==> src/source/noc_params.sv <==
package noc_params;

    // router port sizes.
    localparam int VC_NUM         = 4;  // virtual channels per port.
    localparam int VC_SIZE        = 2;  // bits of a channel id.
    localparam int COORD_SIZE     = 4;  // bits of one mesh coordinate.
    localparam int FLIT_DATA_SIZE = 16; // payload bits.

    // position of a flit within its packet.
    typedef enum logic [1:0] {
        HEAD,
        BODY,
        TAIL,
        HEADTAIL
    } flit_label_t;

    // router output directions.
    typedef enum logic [2:0] {
        LOCAL,
        NORTH,
        SOUTH,
        WEST,
        EAST
    } port_t;

    // head payload seen as a destination.
    typedef struct packed {
        logic [COORD_SIZE-1:0]                  x_dest; // destination column.
        logic [COORD_SIZE-1:0]                  y_dest; // destination row.
        logic [FLIT_DATA_SIZE-2*COORD_SIZE-1:0] spare;  // unused by routing.
    } head_data_t;

    // same payload word, two readings.
    typedef union packed {
        logic [FLIT_DATA_SIZE-1:0] raw;  // plain data.
        head_data_t                head; // destination of a head flit.
    } flit_data_t;

    typedef struct packed {
        flit_label_t        flit_label;
        logic [VC_SIZE-1:0] vc_id; // channel on the link.
        flit_data_t         data;
    } flit_t;

endpackage
==> src/source/input_port.sv <==
`timescale 1ns/1ps

module input_port #(
    parameter int BUFFER_SIZE    = 8,
    parameter int PIPELINE_DEPTH = 5
)(
    input  logic                           clk,
    input  logic                           rst,
    input  noc_params::flit_t              data_i,
    input  logic                           write_i,
    input  logic                           read_i,
    input  logic [noc_params::VC_SIZE-1:0] read_vc_i,
    input  noc_params::port_t              out_port_i,
    input  logic [noc_params::VC_NUM-1:0]  vc_valid_i,
    input  logic [noc_params::VC_SIZE-1:0] vc_new_i,
    output noc_params::flit_t              data_o,
    output noc_params::port_t              out_port_o,
    output logic [noc_params::VC_NUM-1:0]  on_off_o,
    output logic [noc_params::VC_NUM-1:0]  switch_request_o,
    output logic [noc_params::VC_NUM-1:0]  vc_request_o,
    output logic [noc_params::VC_NUM-1:0]  vc_allocatable_o
);

    noc_params::flit_t             vc_data [noc_params::VC_NUM]; // head of each ring.
    noc_params::port_t             vc_port [noc_params::VC_NUM]; // stored route per channel.
    logic [noc_params::VC_NUM-1:0] vc_write, vc_read;
    logic [noc_params::VC_NUM-1:0] vc_full, vc_empty;

    for (genvar i = 0; i < noc_params::VC_NUM; i++)
    begin : gen_vc
        // write goes to the channel named in the flit.
        assign vc_write[i] = write_i & (int'(data_i.vc_id) == i) & ~vc_full[i];
        assign vc_read[i]  = read_i & (int'(read_vc_i) == i) & ~vc_empty[i]; // switch pick.

        input_buffer #(
            .BUFFER_SIZE   (BUFFER_SIZE),
            .PIPELINE_DEPTH(PIPELINE_DEPTH)
        ) i_input_buffer (
            .clk             (clk),
            .rst             (rst),
            .data_i          (data_i),
            .read_i          (vc_read[i]),
            .write_i         (vc_write[i]),
            .vc_new_i        (vc_new_i),
            .vc_valid_i      (vc_valid_i[i]),
            .out_port_i      (out_port_i),
            .data_o          (vc_data[i]),
            .is_full_o       (vc_full[i]),
            .is_empty_o      (vc_empty[i]),
            .on_off_o        (on_off_o[i]),
            .out_port_o      (vc_port[i]),
            .vc_request_o    (vc_request_o[i]),
            .vc_allocatable_o(vc_allocatable_o[i]),
            .switch_request_o(switch_request_o[i])
        );
    end

    // selected channel onto the shared outputs.
    assign data_o     = vc_data[read_vc_i];
    assign out_port_o = vc_port[read_vc_i];

endmodule

==> src/source/input_buffer.sv <==
`timescale 1ns/1ps

module input_buffer #(
    parameter int BUFFER_SIZE    = 8,
    parameter int PIPELINE_DEPTH = 5
)(
    input  logic                           clk,
    input  logic                           rst,
    input  noc_params::flit_t              data_i,
    input  logic                           read_i,
    input  logic                           write_i,
    input  logic [noc_params::VC_SIZE-1:0] vc_new_i,
    input  logic                           vc_valid_i,
    input  noc_params::port_t              out_port_i,
    output noc_params::flit_t              data_o,
    output logic                           is_full_o,
    output logic                           is_empty_o,
    output logic                           on_off_o,
    output noc_params::port_t              out_port_o,
    output logic                           vc_request_o,
    output logic                           vc_allocatable_o,
    output logic                           switch_request_o
);

    typedef enum logic [1:0] {IDLE, VA, SA} state_t;

    state_t                         state, state_next;
    logic [noc_params::VC_SIZE-1:0] downstream_vc, downstream_vc_next;
    noc_params::port_t              out_port_next;
    logic                           end_packet, end_packet_next; // tail already stored.
    logic                           vc_allocatable_next;
    logic                           read_cmd, write_cmd;
    logic                           head_in, follow_in, tail_out;
    noc_params::flit_t              read_flit;

    circular_buffer #(
        .BUFFER_SIZE   (BUFFER_SIZE),
        .PIPELINE_DEPTH(PIPELINE_DEPTH)
    ) i_circular_buffer (
        .clk       (clk),
        .rst       (rst),
        .data_i    (data_i),
        .read_i    (read_cmd),
        .write_i   (write_cmd),
        .data_o    (read_flit),
        .is_full_o (is_full_o),
        .is_empty_o(is_empty_o),
        .on_off_o  (on_off_o)
    );

    assign head_in   = write_i & (data_i.flit_label == noc_params::HEAD);
    // body or tail of the packet still being received.
    assign follow_in = write_i & ~end_packet &
                       ((data_i.flit_label == noc_params::BODY) |
                        (data_i.flit_label == noc_params::TAIL));
    assign tail_out  = read_i & ~is_empty_o & (read_flit.flit_label == noc_params::TAIL);

    assign switch_request_o = (state == SA) & ~is_empty_o; // ready for the crossbar.

    // outgoing flit carries the downstream channel.
    always_comb
    begin
        data_o.flit_label = read_flit.flit_label;
        data_o.vc_id      = downstream_vc;
        data_o.data.raw   = read_flit.data.raw;
    end

    always_ff @(posedge clk, posedge rst)
    begin
        if (rst)
        begin
            state            <= IDLE;
            out_port_o       <= noc_params::LOCAL;
            downstream_vc    <= '0;
            end_packet       <= 1'b0;
            vc_allocatable_o <= 1'b1; // channel free out of reset.
        end
        else
        begin
            state            <= state_next;
            out_port_o       <= out_port_next;
            downstream_vc    <= downstream_vc_next;
            end_packet       <= end_packet_next;
            vc_allocatable_o <= vc_allocatable_next;
        end
    end

    always_comb
    begin
        state_next          = state;
        out_port_next       = out_port_o;
        downstream_vc_next  = downstream_vc;
        end_packet_next     = end_packet;
        vc_allocatable_next = 1'b0;
        vc_request_o        = 1'b0;
        read_cmd            = 1'b0;
        write_cmd           = 1'b0;

        unique case (state)
            IDLE:
            begin
                // only a head into an empty ring opens a packet.
                if (head_in & is_empty_o)
                begin
                    state_next      = VA;
                    out_port_next   = out_port_i; // route of this packet.
                    end_packet_next = 1'b0;
                    write_cmd       = 1'b1;
                end
            end

            VA:
            begin
                vc_request_o = 1'b1; // ask for a downstream channel.
                if (vc_valid_i)
                begin
                    state_next         = SA;
                    downstream_vc_next = vc_new_i; // held until the tail leaves.
                end
                write_cmd = follow_in;
                if (follow_in & (data_i.flit_label == noc_params::TAIL))
                    end_packet_next = 1'b1;
            end

            SA:
            begin
                read_cmd  = read_i;
                write_cmd = follow_in;
                if (follow_in & (data_i.flit_label == noc_params::TAIL))
                    end_packet_next = 1'b1;
                if (tail_out)
                begin
                    state_next          = IDLE;
                    vc_allocatable_next = 1'b1; // one cycle release pulse.
                end
            end

            default:
            begin
                state_next = IDLE;
            end
        endcase
    end

endmodule

==> src/source/circular_buffer.sv <==
`timescale 1ns/1ps

module circular_buffer #(
    parameter int BUFFER_SIZE    = 8,
    parameter int PIPELINE_DEPTH = 5
)(
    input  logic              clk,
    input  logic              rst,
    input  noc_params::flit_t data_i,
    input  logic              read_i,
    input  logic              write_i,
    output noc_params::flit_t data_o,
    output logic              is_full_o,
    output logic              is_empty_o,
    output logic              on_off_o
);

    localparam int PTR_W = (BUFFER_SIZE > 1) ? $clog2(BUFFER_SIZE) : 1;
    localparam int CNT_W = $clog2(BUFFER_SIZE + 1);
    localparam logic [PTR_W-1:0] LAST_IDX = PTR_W'(BUFFER_SIZE - 1);
    localparam logic [CNT_W-1:0] FULL_CNT = CNT_W'(BUFFER_SIZE);
    // largest fill that still leaves more than PIPELINE_DEPTH free slots.
    localparam logic [CNT_W-1:0] ON_MAX_CNT = CNT_W'(BUFFER_SIZE - PIPELINE_DEPTH - 1);

    noc_params::flit_t mem [BUFFER_SIZE]; // flit storage.

    logic [PTR_W-1:0] rd_ptr; // oldest flit.
    logic [PTR_W-1:0] wr_ptr; // next free slot.
    logic [CNT_W-1:0] count;  // flits held.
    logic             do_read, do_write;

    assign is_full_o  = (count == FULL_CNT);
    assign is_empty_o = (count == '0);
    assign on_off_o   = (count <= ON_MAX_CNT); // upstream may keep sending.

    assign do_read  = read_i & ~is_empty_o;
    assign do_write = write_i & ~is_full_o; // writes to a full ring are lost.

    assign data_o = mem[rd_ptr]; // fall through, no read latency.

    always_ff @(posedge clk)
    begin
        if (do_write)
            mem[wr_ptr] <= data_i;
    end

    always_ff @(posedge clk, posedge rst)
    begin
        if (rst)
        begin
            rd_ptr <= '0;
            wr_ptr <= '0;
            count  <= '0;
        end
        else
        begin
            if (do_write)
                wr_ptr <= (wr_ptr == LAST_IDX) ? '0 : wr_ptr + 1'b1; // wrap at the end.
            if (do_read)
                rd_ptr <= (rd_ptr == LAST_IDX) ? '0 : rd_ptr + 1'b1;
            // fill level moves only when one side acts alone.
            case ({do_write, do_read})
                2'b10:   count <= count + 1'b1;
                2'b01:   count <= count - 1'b1;
                default: count <= count;
            endcase
        end
    end

endmodule

==> config.mk <==
export PLATFORM = sky130hd
export DESIGN_NAME = input_port
export DESIGN_NICKNAME = d
export VERILOG_FILES = /design/src/source/noc_params.sv /design/src/source/input_port.sv /design/src/source/input_buffer.sv /design/src/source/circular_buffer.sv
export SDC_FILE = /design/constraint.sdc
export NUM_CORES = 1
export LEC_CHECK = 0
export ABC_AREA = 0
export ABC_CLOCK_PERIOD_IN_PS = 6200
export BUFFER_PORTS_ARGS = -buffer_cell sky130_fd_sc_hd__buf_2
export CAP_MARGIN = 20
export CORE_MARGIN = 3
export CORE_UTILIZATION = 39
export DETAILED_ROUTE_END_ITERATION = 10
export PLACE_DENSITY = 0.6
export RECOVER_POWER = 25
export SYNTH_ARGS = -nofsm -noshare
export SYNTH_HDL_FRONTEND = slang
export SYNTH_SLANG_ARGS = --single-unit
==> constraint.sdc <==
create_clock -name clk -period 6.2 [get_ports clk]
set_input_delay 0.31 -clock clk [delete_from_list [all_inputs] [get_ports clk]]
set_output_delay 0.31 -clock clk [all_outputs]
set_load 0.05 [all_outputs]
Yosys cells after proc, flatten, opt, wreduce, memory -nomap -nowiden
Memory sizes are Yosys's and may differ from the RTL's.
Index checks and enable logic that the tools add are counted.
- register bits: 76
- latch bits: 0
- RAM bits: 640
- memory bits (read-only): 0
- output and inout port bits: 39
- logic and storage cells: 300
- memories: 4
- memory list (memory ; words ; bits a word ; read ports ; clocked after memory_dff ; write ports ; RTL line ; RTL):
    gen_vc[0].i_input_buffer.i_circular_buffer.mem ; 8 ; 20 ; 1 ; 0 ; 1 ; circular_buffer.sv:25 ; noc_params::flit_t mem [BUFFER_SIZE];
    gen_vc[1].i_input_buffer.i_circular_buffer.mem ; 8 ; 20 ; 1 ; 0 ; 1 ; circular_buffer.sv:25 ;
    gen_vc[2].i_input_buffer.i_circular_buffer.mem ; 8 ; 20 ; 1 ; 0 ; 1 ; circular_buffer.sv:25 ;
    gen_vc[3].i_input_buffer.i_circular_buffer.mem ; 8 ; 20 ; 1 ; 0 ; 1 ; circular_buffer.sv:25 ;
- add/sub/neg operators: 16
- $mul: 0
- div/mod/pow operators: 0
- magnitude comparators: 5
- equality and inequality tests: 56
- shift operators: 0
- muxes and demuxes: 78
- bitwise logic cells: 70
- reductions and logical operators: 39
- operators by type and width (kind ; count):
    AND 1 bit ; 56
    binary-select mux 20 bit (select 2 bit) ; 1
    two-way mux 20 bit ; 2
    two-way mux 1 bit ; 36
    equality test 2 bit (second input constant) ; 17
    one-hot mux 4 bit (2 select lines) ; 4
    two-way mux 3 bit ; 10
    adder 3 x 1 -> 3 bit (second input constant) ; 8
    equality test 3 bit (second input constant) ; 8
    two-way mux 2 bit ; 12
    inequality test 2 x 1 -> 1 bit (second input constant) ; 12
    one-hot mux 2 bit (3 select lines) ; 4
    AND reduction 3 bit ; 8
    equality test 2 x 1 -> 1 bit (second input constant) ; 11
    adder 4 x 1 -> 4 bit (second input constant) ; 4
    equality test 4 bit (second input constant) ; 4
    <= comparator 4 x 2 -> 1 bit (second input constant) ; 4
    zero test 4 bit ; 4
    one-hot mux 1 bit (2 select lines) ; 8
    AND reduction 2 bit ; 8
    nonzero test 2 bit ; 8
    subtractor 4 x 1 -> 4 bit (second input constant) ; 4
    zero test 2 bit ; 7
    inverter 1 bit ; 12
    other kinds (6) ; 12

Logic depth before layout (Yosys ltp)
Gate-level depths: netlist (run 1).
- word-level depth: 10
- depth in mapped cells: 13
- mapped depth without buffers: 12

Modules after synthesis
A second synthesis (run 1) with hierarchy kept.
- cells, all modules: 1425
- area total of the unflattened synthesis: 30332.8 um^2
- by module, submodules not included (module ; times used ; cells an instance ; area each (um^2)):
    circular_buffer (gen_vc[2].i_input_buffer.i_circular_buffer ...) ; 2 ; 304 ; 6885.4
    circular_buffer (gen_vc[0].i_input_buffer.i_circular_buffer ...) ; 2 ; 304 ; 6882.9
    input_buffer (gen_vc[0].i_input_buffer ...) ; 3 ; 43 ; 531.8
    input_port ; 1 ; 37 ; 671.9
    input_buffer (gen_vc[3].i_input_buffer) ; 1 ; 43 ; 529.3

Least setup slack after synthesis (run 1)
OpenSTA, ideal clock, no wires.
- path kind: register -> register
- from: register gen_vc[1].i_input_buffer.i_circular_buffer.count[3]
- to: memory gen_vc[1].i_input_buffer.i_circular_buffer.mem[2][0] (netlist bit), enable pin
- setup time: 0.420 ns
- arrival: 2.988 ns
- required time: 5.780 ns
- setup slack: 2.792 ns
- stages on the path, launching flop included: 6
- path buffers: 0
- clock period less this slack: 3.408 ns
- cell sequence: dfrtp_1 nor4_1 nand3_1 a211oi_2 nand2b_1 nor3b_1
- cells in the longest elaborated chain, start to end: 10
- ends and longest elaborated chain (item ; RTL line ; RTL):
    from (decl) ; circular_buffer.sv:29 ; logic [CNT_W-1:0] count;
    from (signal assigned) ; circular_buffer.sv:63 ; 2'b10: count <= count + 1'b1;
    from (signal assigned) ; circular_buffer.sv:64 ; 2'b01: count <= count - 1'b1;
    from (signal assigned) ; circular_buffer.sv:65 ; default: count <= count;
    equality test 4 bit ; circular_buffer.sv:32 ; assign is_full_o = (count == FULL_CNT);
    inverter 1 bit ; input_port.sv:32, circular_buffer.sv:37 ;
    AND 1 bit ; input_port.sv:32 ; assign vc_write[i] = write_i & (int'(data_i.vc_id) == i) & ~vc_full[i];
    AND 1 bit ; input_buffer.sv:51 ; assign head_in = write_i & (data_i.flit_label == noc_params::HEAD);
    AND 1 bit ; input_buffer.sv:103 ; if (head_in & is_empty_o)
    two-way mux 1 bit ; input_buffer.sv:103 ;
    one-hot mux 1 bit (2 select lines) ; input_buffer.sv:99 ; unique case (state)
    AND 1 bit (*) ; circular_buffer.sv:37 ; assign do_write = write_i & ~is_full_o;
    two-way mux 1 bit (*) ; circular_buffer.sv:43 ; if (do_write)
    two-way mux 1 bit (not written as such) (*) ; circular_buffer.sv:44 ; mem[wr_ptr] <= data_i;
    to (decl) ; circular_buffer.sv:25 ;
Mark *: on every way between the ends. The rest lies on a longest branch, timed or not.

Worst setup path after layout (run 1)
- from: input data_i[19] (netlist bit)
- to: memory gen_vc[1].i_input_buffer.i_circular_buffer.mem[7][8] (netlist bit), enable pin
- cells in the longest elaborated chain, start to end: 8
- ends and longest elaborated chain (item ; RTL line ; RTL):
    from (decl) ; input_port.sv:9 ; input noc_params::flit_t data_i,
    zero test 2 bit ; input_buffer.sv:51 ;
    AND 1 bit ; input_buffer.sv:51 ;
    AND 1 bit ; input_buffer.sv:103 ;
    two-way mux 1 bit ; input_buffer.sv:103 ;
    one-hot mux 1 bit (2 select lines) (*) ; input_buffer.sv:99 ;
    AND 1 bit (*) ; circular_buffer.sv:37 ;
    two-way mux 1 bit (*) ; circular_buffer.sv:43 ;
    two-way mux 1 bit (not written as such) (*) ; circular_buffer.sv:44 ;
Marked as above.

==> summary.md, run 1 <==
| Metric | Value |
|---|---|
| Status | `finished, violations left` |
| Failing checks | `capacitance limit, slew limit` |
| Final Skew | `20.9 ps` |
| Slew margin rel. | `-19.5%` |
| Leakage | `about 10 nW` |
| Tcrit/Tclk final | `~66%` |
| Syn Area/Cell | `a little under 20 um^2` |
| Area growth from synthesis to layout | `14.2%` |
| Initial antenna violation count | `1` |
| Hold path endpoint | `gen_vc[3].i_input_buffer.state[0]` |
| Mapped Cells | `~1400` |
| Layout cell share with drive strength beyond 1 | `just over 30%` |
| Clock slew at reported path FFs | `60 ps` |
| Worst min path class | `in2reg` |
| Worst slew pin tran | `around 1800 ps` |
| Final Max Slew Viols | `roughly 470` |
| Crit. End Element | `flop` |
| Global-route wire length before repair | `93000 um` |
| Critical Path AT | `between 4000 and 5000 ps` |
| Vias in the first global route | `approximately 14000` |
| CTS tree | `done` |
| Remaining global-route overflow | `0` |
| Root Driver | `clkbuf_16` |
| Worst-Skew Late Latency | `~600 ps` |
| CTS H-Tree Depth | `3` |
| Distinct cells, synth | `about 70` |
| Routed wire length | `61900 um` |
| Hold path start | `vc_valid_i[3]` |
| Die height | `~270 um` |
| Cells on Worst Hold Path | `3` |
| Netlist Area Pre-Place | `27100 um^2` |
| Synth warnings | `0` |
| Seq. cell area | `19200 um^2` |
| Fmax | `~0.25 GHz` |
| RePlAce Congestion | `approximately 0.75` |
| Final Hold Fails | `0` |
| Crit-path max FO | `34` |
| Site Rows | `between 90 and 100` |
| DRC violations left | `0` |
| Nets | `approximately 1600` |
| DR iter-0 viols | `about 1200` |
| Number of fill cells in the layout | `around 6000` |
| GRT Total Usage | `17.2%` |
| Die area | `72700 um^2` |
| Max Cap Viol | `15` |
| RSZ-0062 raised after global routing | `no` |
| FF-to-FF setup slack | `2820 ps` |
| Routed vias | `13700` |
| Post-synth top area cell | `edfxtp_1` |
| Hold WS | `approximately 89 ps` |
| Synth Flop Type | `edfxtp_1` |
| FF+latch count, synth | `652` |
| EDFF count, synth | `576` |
| Worst r2r path cells | `5` |
| Yosys top cell area share | `roughly 64%` |
| Synth area leaders | `edfxtp_1, mux4_2, dfrtp_1` |
| Vias per cell | `approximately 5.5` |
| DRT Pass-1 Iters | `5` |
| Final Setup Violations | `0` |
| Port bufs | `73` |
| DP HPWL | `between 30000 and 40000 um` |
| Multi-input gate area | `approximately 7500 um^2` |
| Maximum VDD drop | `about 0.25 mV` |
| Power density over the cells | `between 300 and 400 nW/um^2` |
| Top post-synthesis cells by count | `edfxtp_1, mux4_2, mux2_2` |
| Worst Setup Start Kind | `input port` |
| Die width | `270 um` |
| Async SR Flop Fraction | `about an eighth` |
| Syn_nets | `between 1000 and 1500` |
| IO Count | `74` |
| Sequential share of the synthesized area | `between 70% and 80%` |
| CTS buffer count | `between 60 and 70` |
| Count leader, synth | `edfxtp_1` |
| DR WL/cell | `approximately 25 um` |
| Largest net degree at the start of global routing | `74` |
| Critical path class | `in2reg` |
| Minimum clock period after layout | `approximately 4000 ps` |
| Worst EP required | `6410 ps` |
| Core box area | `between 60000 and 70000 um^2` |
| CTS sink count | `652` |
| Setup TNS | `0 ps` |
| Max Root-Sink Buffers | `3` |
| Final ANT Viol Nets | `0` |
| Starting density of the core | `about two fifths` |
kinds of logic (layout without fill, tap and decap cells):
| group | after synthesis | count (layout) | share of synthesized area [%] |
|---|---|---|---|
| flops | 652 | 652 | 70.9 |
| mux | 263 | 263 | 16.9 |
| xor+xnor | 17 | 17 | 0.549 |
| compound gates | 110 | 110 | 3.10 |
| other cells | 0 | 1 | 0 |
| buf+inv | 124 | 286 | 2.09 |
| simple gates | 189 | 189 | 4.03 |
| fa+ha+maj | 51 | 51 | 2.44 |
timing repair:
| action | CTS | global route |
|---|---|---|
| gates resized for setup | 0 | 0 |
| endpoints found under the hold margin | 22 | 0 |
| setup buffers | 0 | 0 |
| hold buffers | 6 | 0 |
flip-flops by register name (all words and copies together), names as in the netlist:
register and flops:
gen_vc.i_input_buffer.i_circular_buffer.count 16, gen_vc.i_input_buffer.i_circular_buffer.wr_ptr 12, gen_vc.i_input_buffer.downstream_vc 8, gen_vc.i_input_buffer.vc_allocatable_o 4
gen_vc.i_input_buffer.i_circular_buffer.mem 576, gen_vc.i_input_buffer.i_circular_buffer.rd_ptr 12, gen_vc.i_input_buffer.end_packet 4, gen_vc.i_input_buffer.state 8
gen_vc.i_input_buffer.out_port_o 12
worst max-delay path: stages:
cell	delay, ps
buf_2	70
clkbuf_1	1270
inv_1	110
ha_1	510
nand3b_1	130
a211oi_2	650
nand2_1	300
nor2_2	870
where the power goes:
part | total [mW] | internal [mW] | switching, mW
registers | 5.08 | 4.91 | 0.176
logic | 2.07 | 0.871 | 1.20
clock network | 3.96 | 2.30 | 1.66
cell usage in the layout, fill, tap and decap left out, drive strengths merged, types with 7 or more instances in the layout:
cell type	count
a21o	7
buf	103
a211oi	7
nand2	25
xor2	9
nand3b	14
inv	42
nand2b	12
o22ai	18
nor3	16
clkbuf	105
edfxtp	576
nand3	7
mux2i	40
nor2	42
mux2	74
nor3b	20
ha	48
o21ai	15
mux4	149
a21oi	12
nor2b	12
clkinv	21
xnor2	8
a221o	16
dfrtp	72
and3b	7
area by class of cell:
cell class | instances | share of cell area, %
sequential | 652 | 62.1
multi-input combinational | 630 | 24.1
clock buffer | 90 | 5.93
tap | 931 | 3.76
timing repair buffer | 124 | 2.61
clock inverter | 30 | 1.01
inverter | 42 | 0.513
antenna | 1 | 0.00808
worst max path at each step:
stage	from	to	cells past startpoint
final	data_i[19]	flop	8
after global routing	data_i[19]	flop	8
after CTS	flop	data_o[11]	6
after detailed placement	data_i[18]	flop	7
after global placement	data_i[18]	flop	7
after floorplan	flop	flop	5
routing by layer:
| layer | routed length, um | vias to the layer above | track usage (%) |
|---|---|---|---|
| li1 | - | 5926 | - |
| met1 | 27000 | 7188 | 24.3 |
| met2 | 29000 | 433 | 26.8 |
| met3 | 4320 | 106 | 4.02 |
| met4 | 1630 | 0 | 4.94 |
| met5 | 0 | - | 0 |
per-stage QoR:
step / cells / setup WS [ps] / util, % / power (mW) / cell area, um^2
after floorplan: 1406 / 2790 / - / 6.64 / 27100
after global placement: 2366 / 2390 / 41.7 / 7.22 / 28600
after detailed placement: 2369 / 2280 / 41.8 / 7.27 / 28700
after CTS: 2495 / 2150 / 45.0 / 11.2 / 30900
after global routing: 2499 / 1840 / 45.1 / 11.6 / 31000
final: 2500 / 2140 / 45.1 / 11.1 / 31000
(Power assumes the default switching activity.)
==> inputs of run 2 (changes only) <==
--- a/config.mk
+++ b/config.mk
@@ -6,13 +6,13 @@
 export NUM_CORES = 1
 export LEC_CHECK = 0
 export ABC_AREA = 0
-export ABC_CLOCK_PERIOD_IN_PS = 6200
+export ABC_CLOCK_PERIOD_IN_PS = 3330
 export BUFFER_PORTS_ARGS = -buffer_cell sky130_fd_sc_hd__buf_2
 export CAP_MARGIN = 20
 export CORE_MARGIN = 3
 export CORE_UTILIZATION = 39
 export DETAILED_ROUTE_END_ITERATION = 10
-export PLACE_DENSITY = 0.6
+export PLACE_DENSITY = 0.62
 export RECOVER_POWER = 25
 export SYNTH_ARGS = -nofsm -noshare
 export SYNTH_HDL_FRONTEND = slang
==> constraint.sdc (replaced) <==
create_clock -name clk -period 3.33 [get_ports clk]
set_input_delay 0.1665 -clock clk [delete_from_list [all_inputs] [get_ports clk]]
set_output_delay 0.1665 -clock clk [all_outputs]
set_load 0.05 [all_outputs]
==> summary.md, run 2 (same netlist as run 1, synthesis figures left out) <==
| Metric | Value |
|---|---|
| Final Max Slew Viols | `approximately 230` |
| Site Rows | `96` |
| Clock Power Share | `about a third` |
| Root Driver | `clkbuf_16` |
| CTS sink count | `~650` |
| Final Non-Filler Cells | `about 2500` |
| Setup TNS | `0 ps` |
| Final ANT Viol Nets | `0` |
| Port bufs | `73` |
| Leakage | `approximately 11 nW` |
| M2 GR Usage | `26.2%` |
| Biggest register | `gen_vc.i_input_buffer.i_circular_buffer.mem` |
| CTS tree | `done` |
| GRT busiest layer | `met2` |
| Status | `finished, violations left` |
| Final Hold Fails | `0` |
| Initial antenna violation count | `5` |
| Nets | `approximately 1600` |
| Grt met3 use | `3.68%` |
| Layout cell share with drive strength beyond 1 | `a little under a third` |
| Tcrit/Tclk final | `97.3%` |
| Die height | `270 um` |
| Routed vias | `~14000` |
| Final Setup Violations | `0` |
| Area growth from synthesis to layout | `15.0%` |
| RePlAce Congestion | `about 0.81` |
| RSZ-0062 raised after global routing | `no` |
| Failing checks | `capacitance limit, slew limit` |
| Max Cap Viol | `7` |
| Power density over the cells | `between 600 and 700 nW/um^2` |
| Worst min path class | `in2reg` |
| Regs by FF count | `gen_vc.i_input_buffer.i_circular_buffer.mem: 576 flops, gen_vc.i_input_buffer.i_circular_buffer.count: 16 flops` |
| Commonest non-fill, non-tap cells in the layout | `edfxtp_1, mux4_2, mux2_2` |
| Logic gate share of total power | `19.4%` |
| Slew margin rel. | `-18.0%` |
| FF-to-FF setup slack | `440 ps` |
| Crit-path max FO | `41` |
| Largest net degree at the start of global routing | `a little over 60` |
| Net switching power | `between 5 and 6 mW` |
| CTS H-Tree Depth | `3` |
| Sequential share of power | `a little under half` |
| Overall Power | `20.6 mW` |
| Vias in the first global route | `14100` |
| Die width | `270 um` |
| CTS buffer count | `between 60 and 70` |
| Max Root-Sink Buffers | `3` |
| IO Count | `74` |
| Sw Ratio | `between 20% and 30%` |
| Worst EP required | `between 3000 and 4000 ps` |
| Critical Path AT | `approximately 3100 ps` |
| Critical path class | `reg2out` |
| Crit. End Element | `primary output` |
| Largest register FFs | `576` |
| Worst Setup Start Kind | `flop` |
| Clock slew at reported path FFs | `roughly 60 ps` |
| Starting density of the core | `approximately 39%` |
| Worst-Skew Late Latency | `600 ps` |
| Worst slew pin tran | `approximately 1800 ps` |
| Cells after DPL | `between 2000 and 2500` |
| GRT Total Usage | `roughly 17%` |
| Final Skew | `21.8 ps` |
| Die area | `just over 70000 um^2` |
| Fmax | `0.309 GHz` |
| Met1 Use GR | `24.8%` |
| Minimum clock period after layout | `3240 ps` |
| DR WL/cell | `approximately 25 um` |
| DR iter-0 viols | `around 1300` |
| DRC violations left | `0` |
| DP HPWL | `between 30000 and 40000 um` |
| Commonest non-fill, non-tap cell in the layout | `edfxtp_1` |
| Maximum VDD drop | `~0.4 mV` |
| DRT Pass-1 Iters | `5` |
| Hold WS | `between 40 and 50 ps` |
| Routed wire length | `roughly 62000 um` |
| Int Pwr | `14.9 mW` |
| Global-route wire length before repair | `between 90000 and 100000 um` |
| Core box area | `just under 70000 um^2` |
| Vias per cell | `around 5.5` |
| Finished Core Util | `between 40% and 50%` |
| Remaining global-route overflow | `0` |
[run 2: critical path: stages (launching register included)]
cell and delay (ps):
dfrtp_2 390, buf_16 290, mux4_2 560, mux2i_1 330, o22ai_1 240, a221o_1 390
buf_2 250
[run 2: path summary, 6_finish.rpt]
| kind | from | endpoint | cells after the start |
|---|---|---|---|
| max in group asynchronous | rst | asynchronous set/reset pin | 4 |
| worst max register to register | gen_vc[1].i_input_buffer.state[0] | flop | 11 |
| worst min register to register | gen_vc[2].i_input_buffer.end_packet | gen_vc[2].i_input_buffer.end_packet | 1 |
| min in group asynchronous | rst | asynchronous set/reset pin | 3 |
| worst max-delay path | flop | data_o[8] | 6 |
| worst min-delay path | read_i | gen_vc[2].i_input_buffer.state[0] | 4 |
[run 2: power by group through the flow]
stage               clock network [mW]  logic (mW)  registers, mW
floorplan                            0        2.93           9.43
global placement                     0        3.93           9.61
detailed placement                   0        3.99           9.63
CTS                               7.29        4.01           9.47
global route                      7.64        4.25           9.51
finish                            7.12        3.99           9.47
[run 2: layout make-up]
class | instances | area [um^2]
tap | 931 | 1160
multi-input combinational | 630 | 7470
timing repair buffer | 151 | 1070
antenna | 4 | 10.0
clock buffer | 89 | 1810
inverter | 42 | 159
clock inverter | 27 | 245
sequential | 652 | 19200
fill | 5844 | 37600
[run 2: through the flow]
step                      instance area (um^2)  setup WS (ps)
final                                    31200           91.2
after global routing                     31100          0.453
after CTS                                31100           4.94
after detailed placement                 29000            476
after global placement                   29000            529
after floorplan                          27100          -77.9
[run 2: repair_timing]
item                                    4_1_cts  5_1_grt
endpoints found under the setup margin        5        6
endpoints found under the hold margin        96        0
cloned                                        0        0
gates resized for setup                       2        5
hold buffers                                 11        0
setup buffers                                 3        0
[run 2: routing by layer]
metal	routed length [um]	share of wire, %
met1	28000	45
met2	28700	46
met3	4070	6.5
met4	1220	2.0
met5	128	0.21
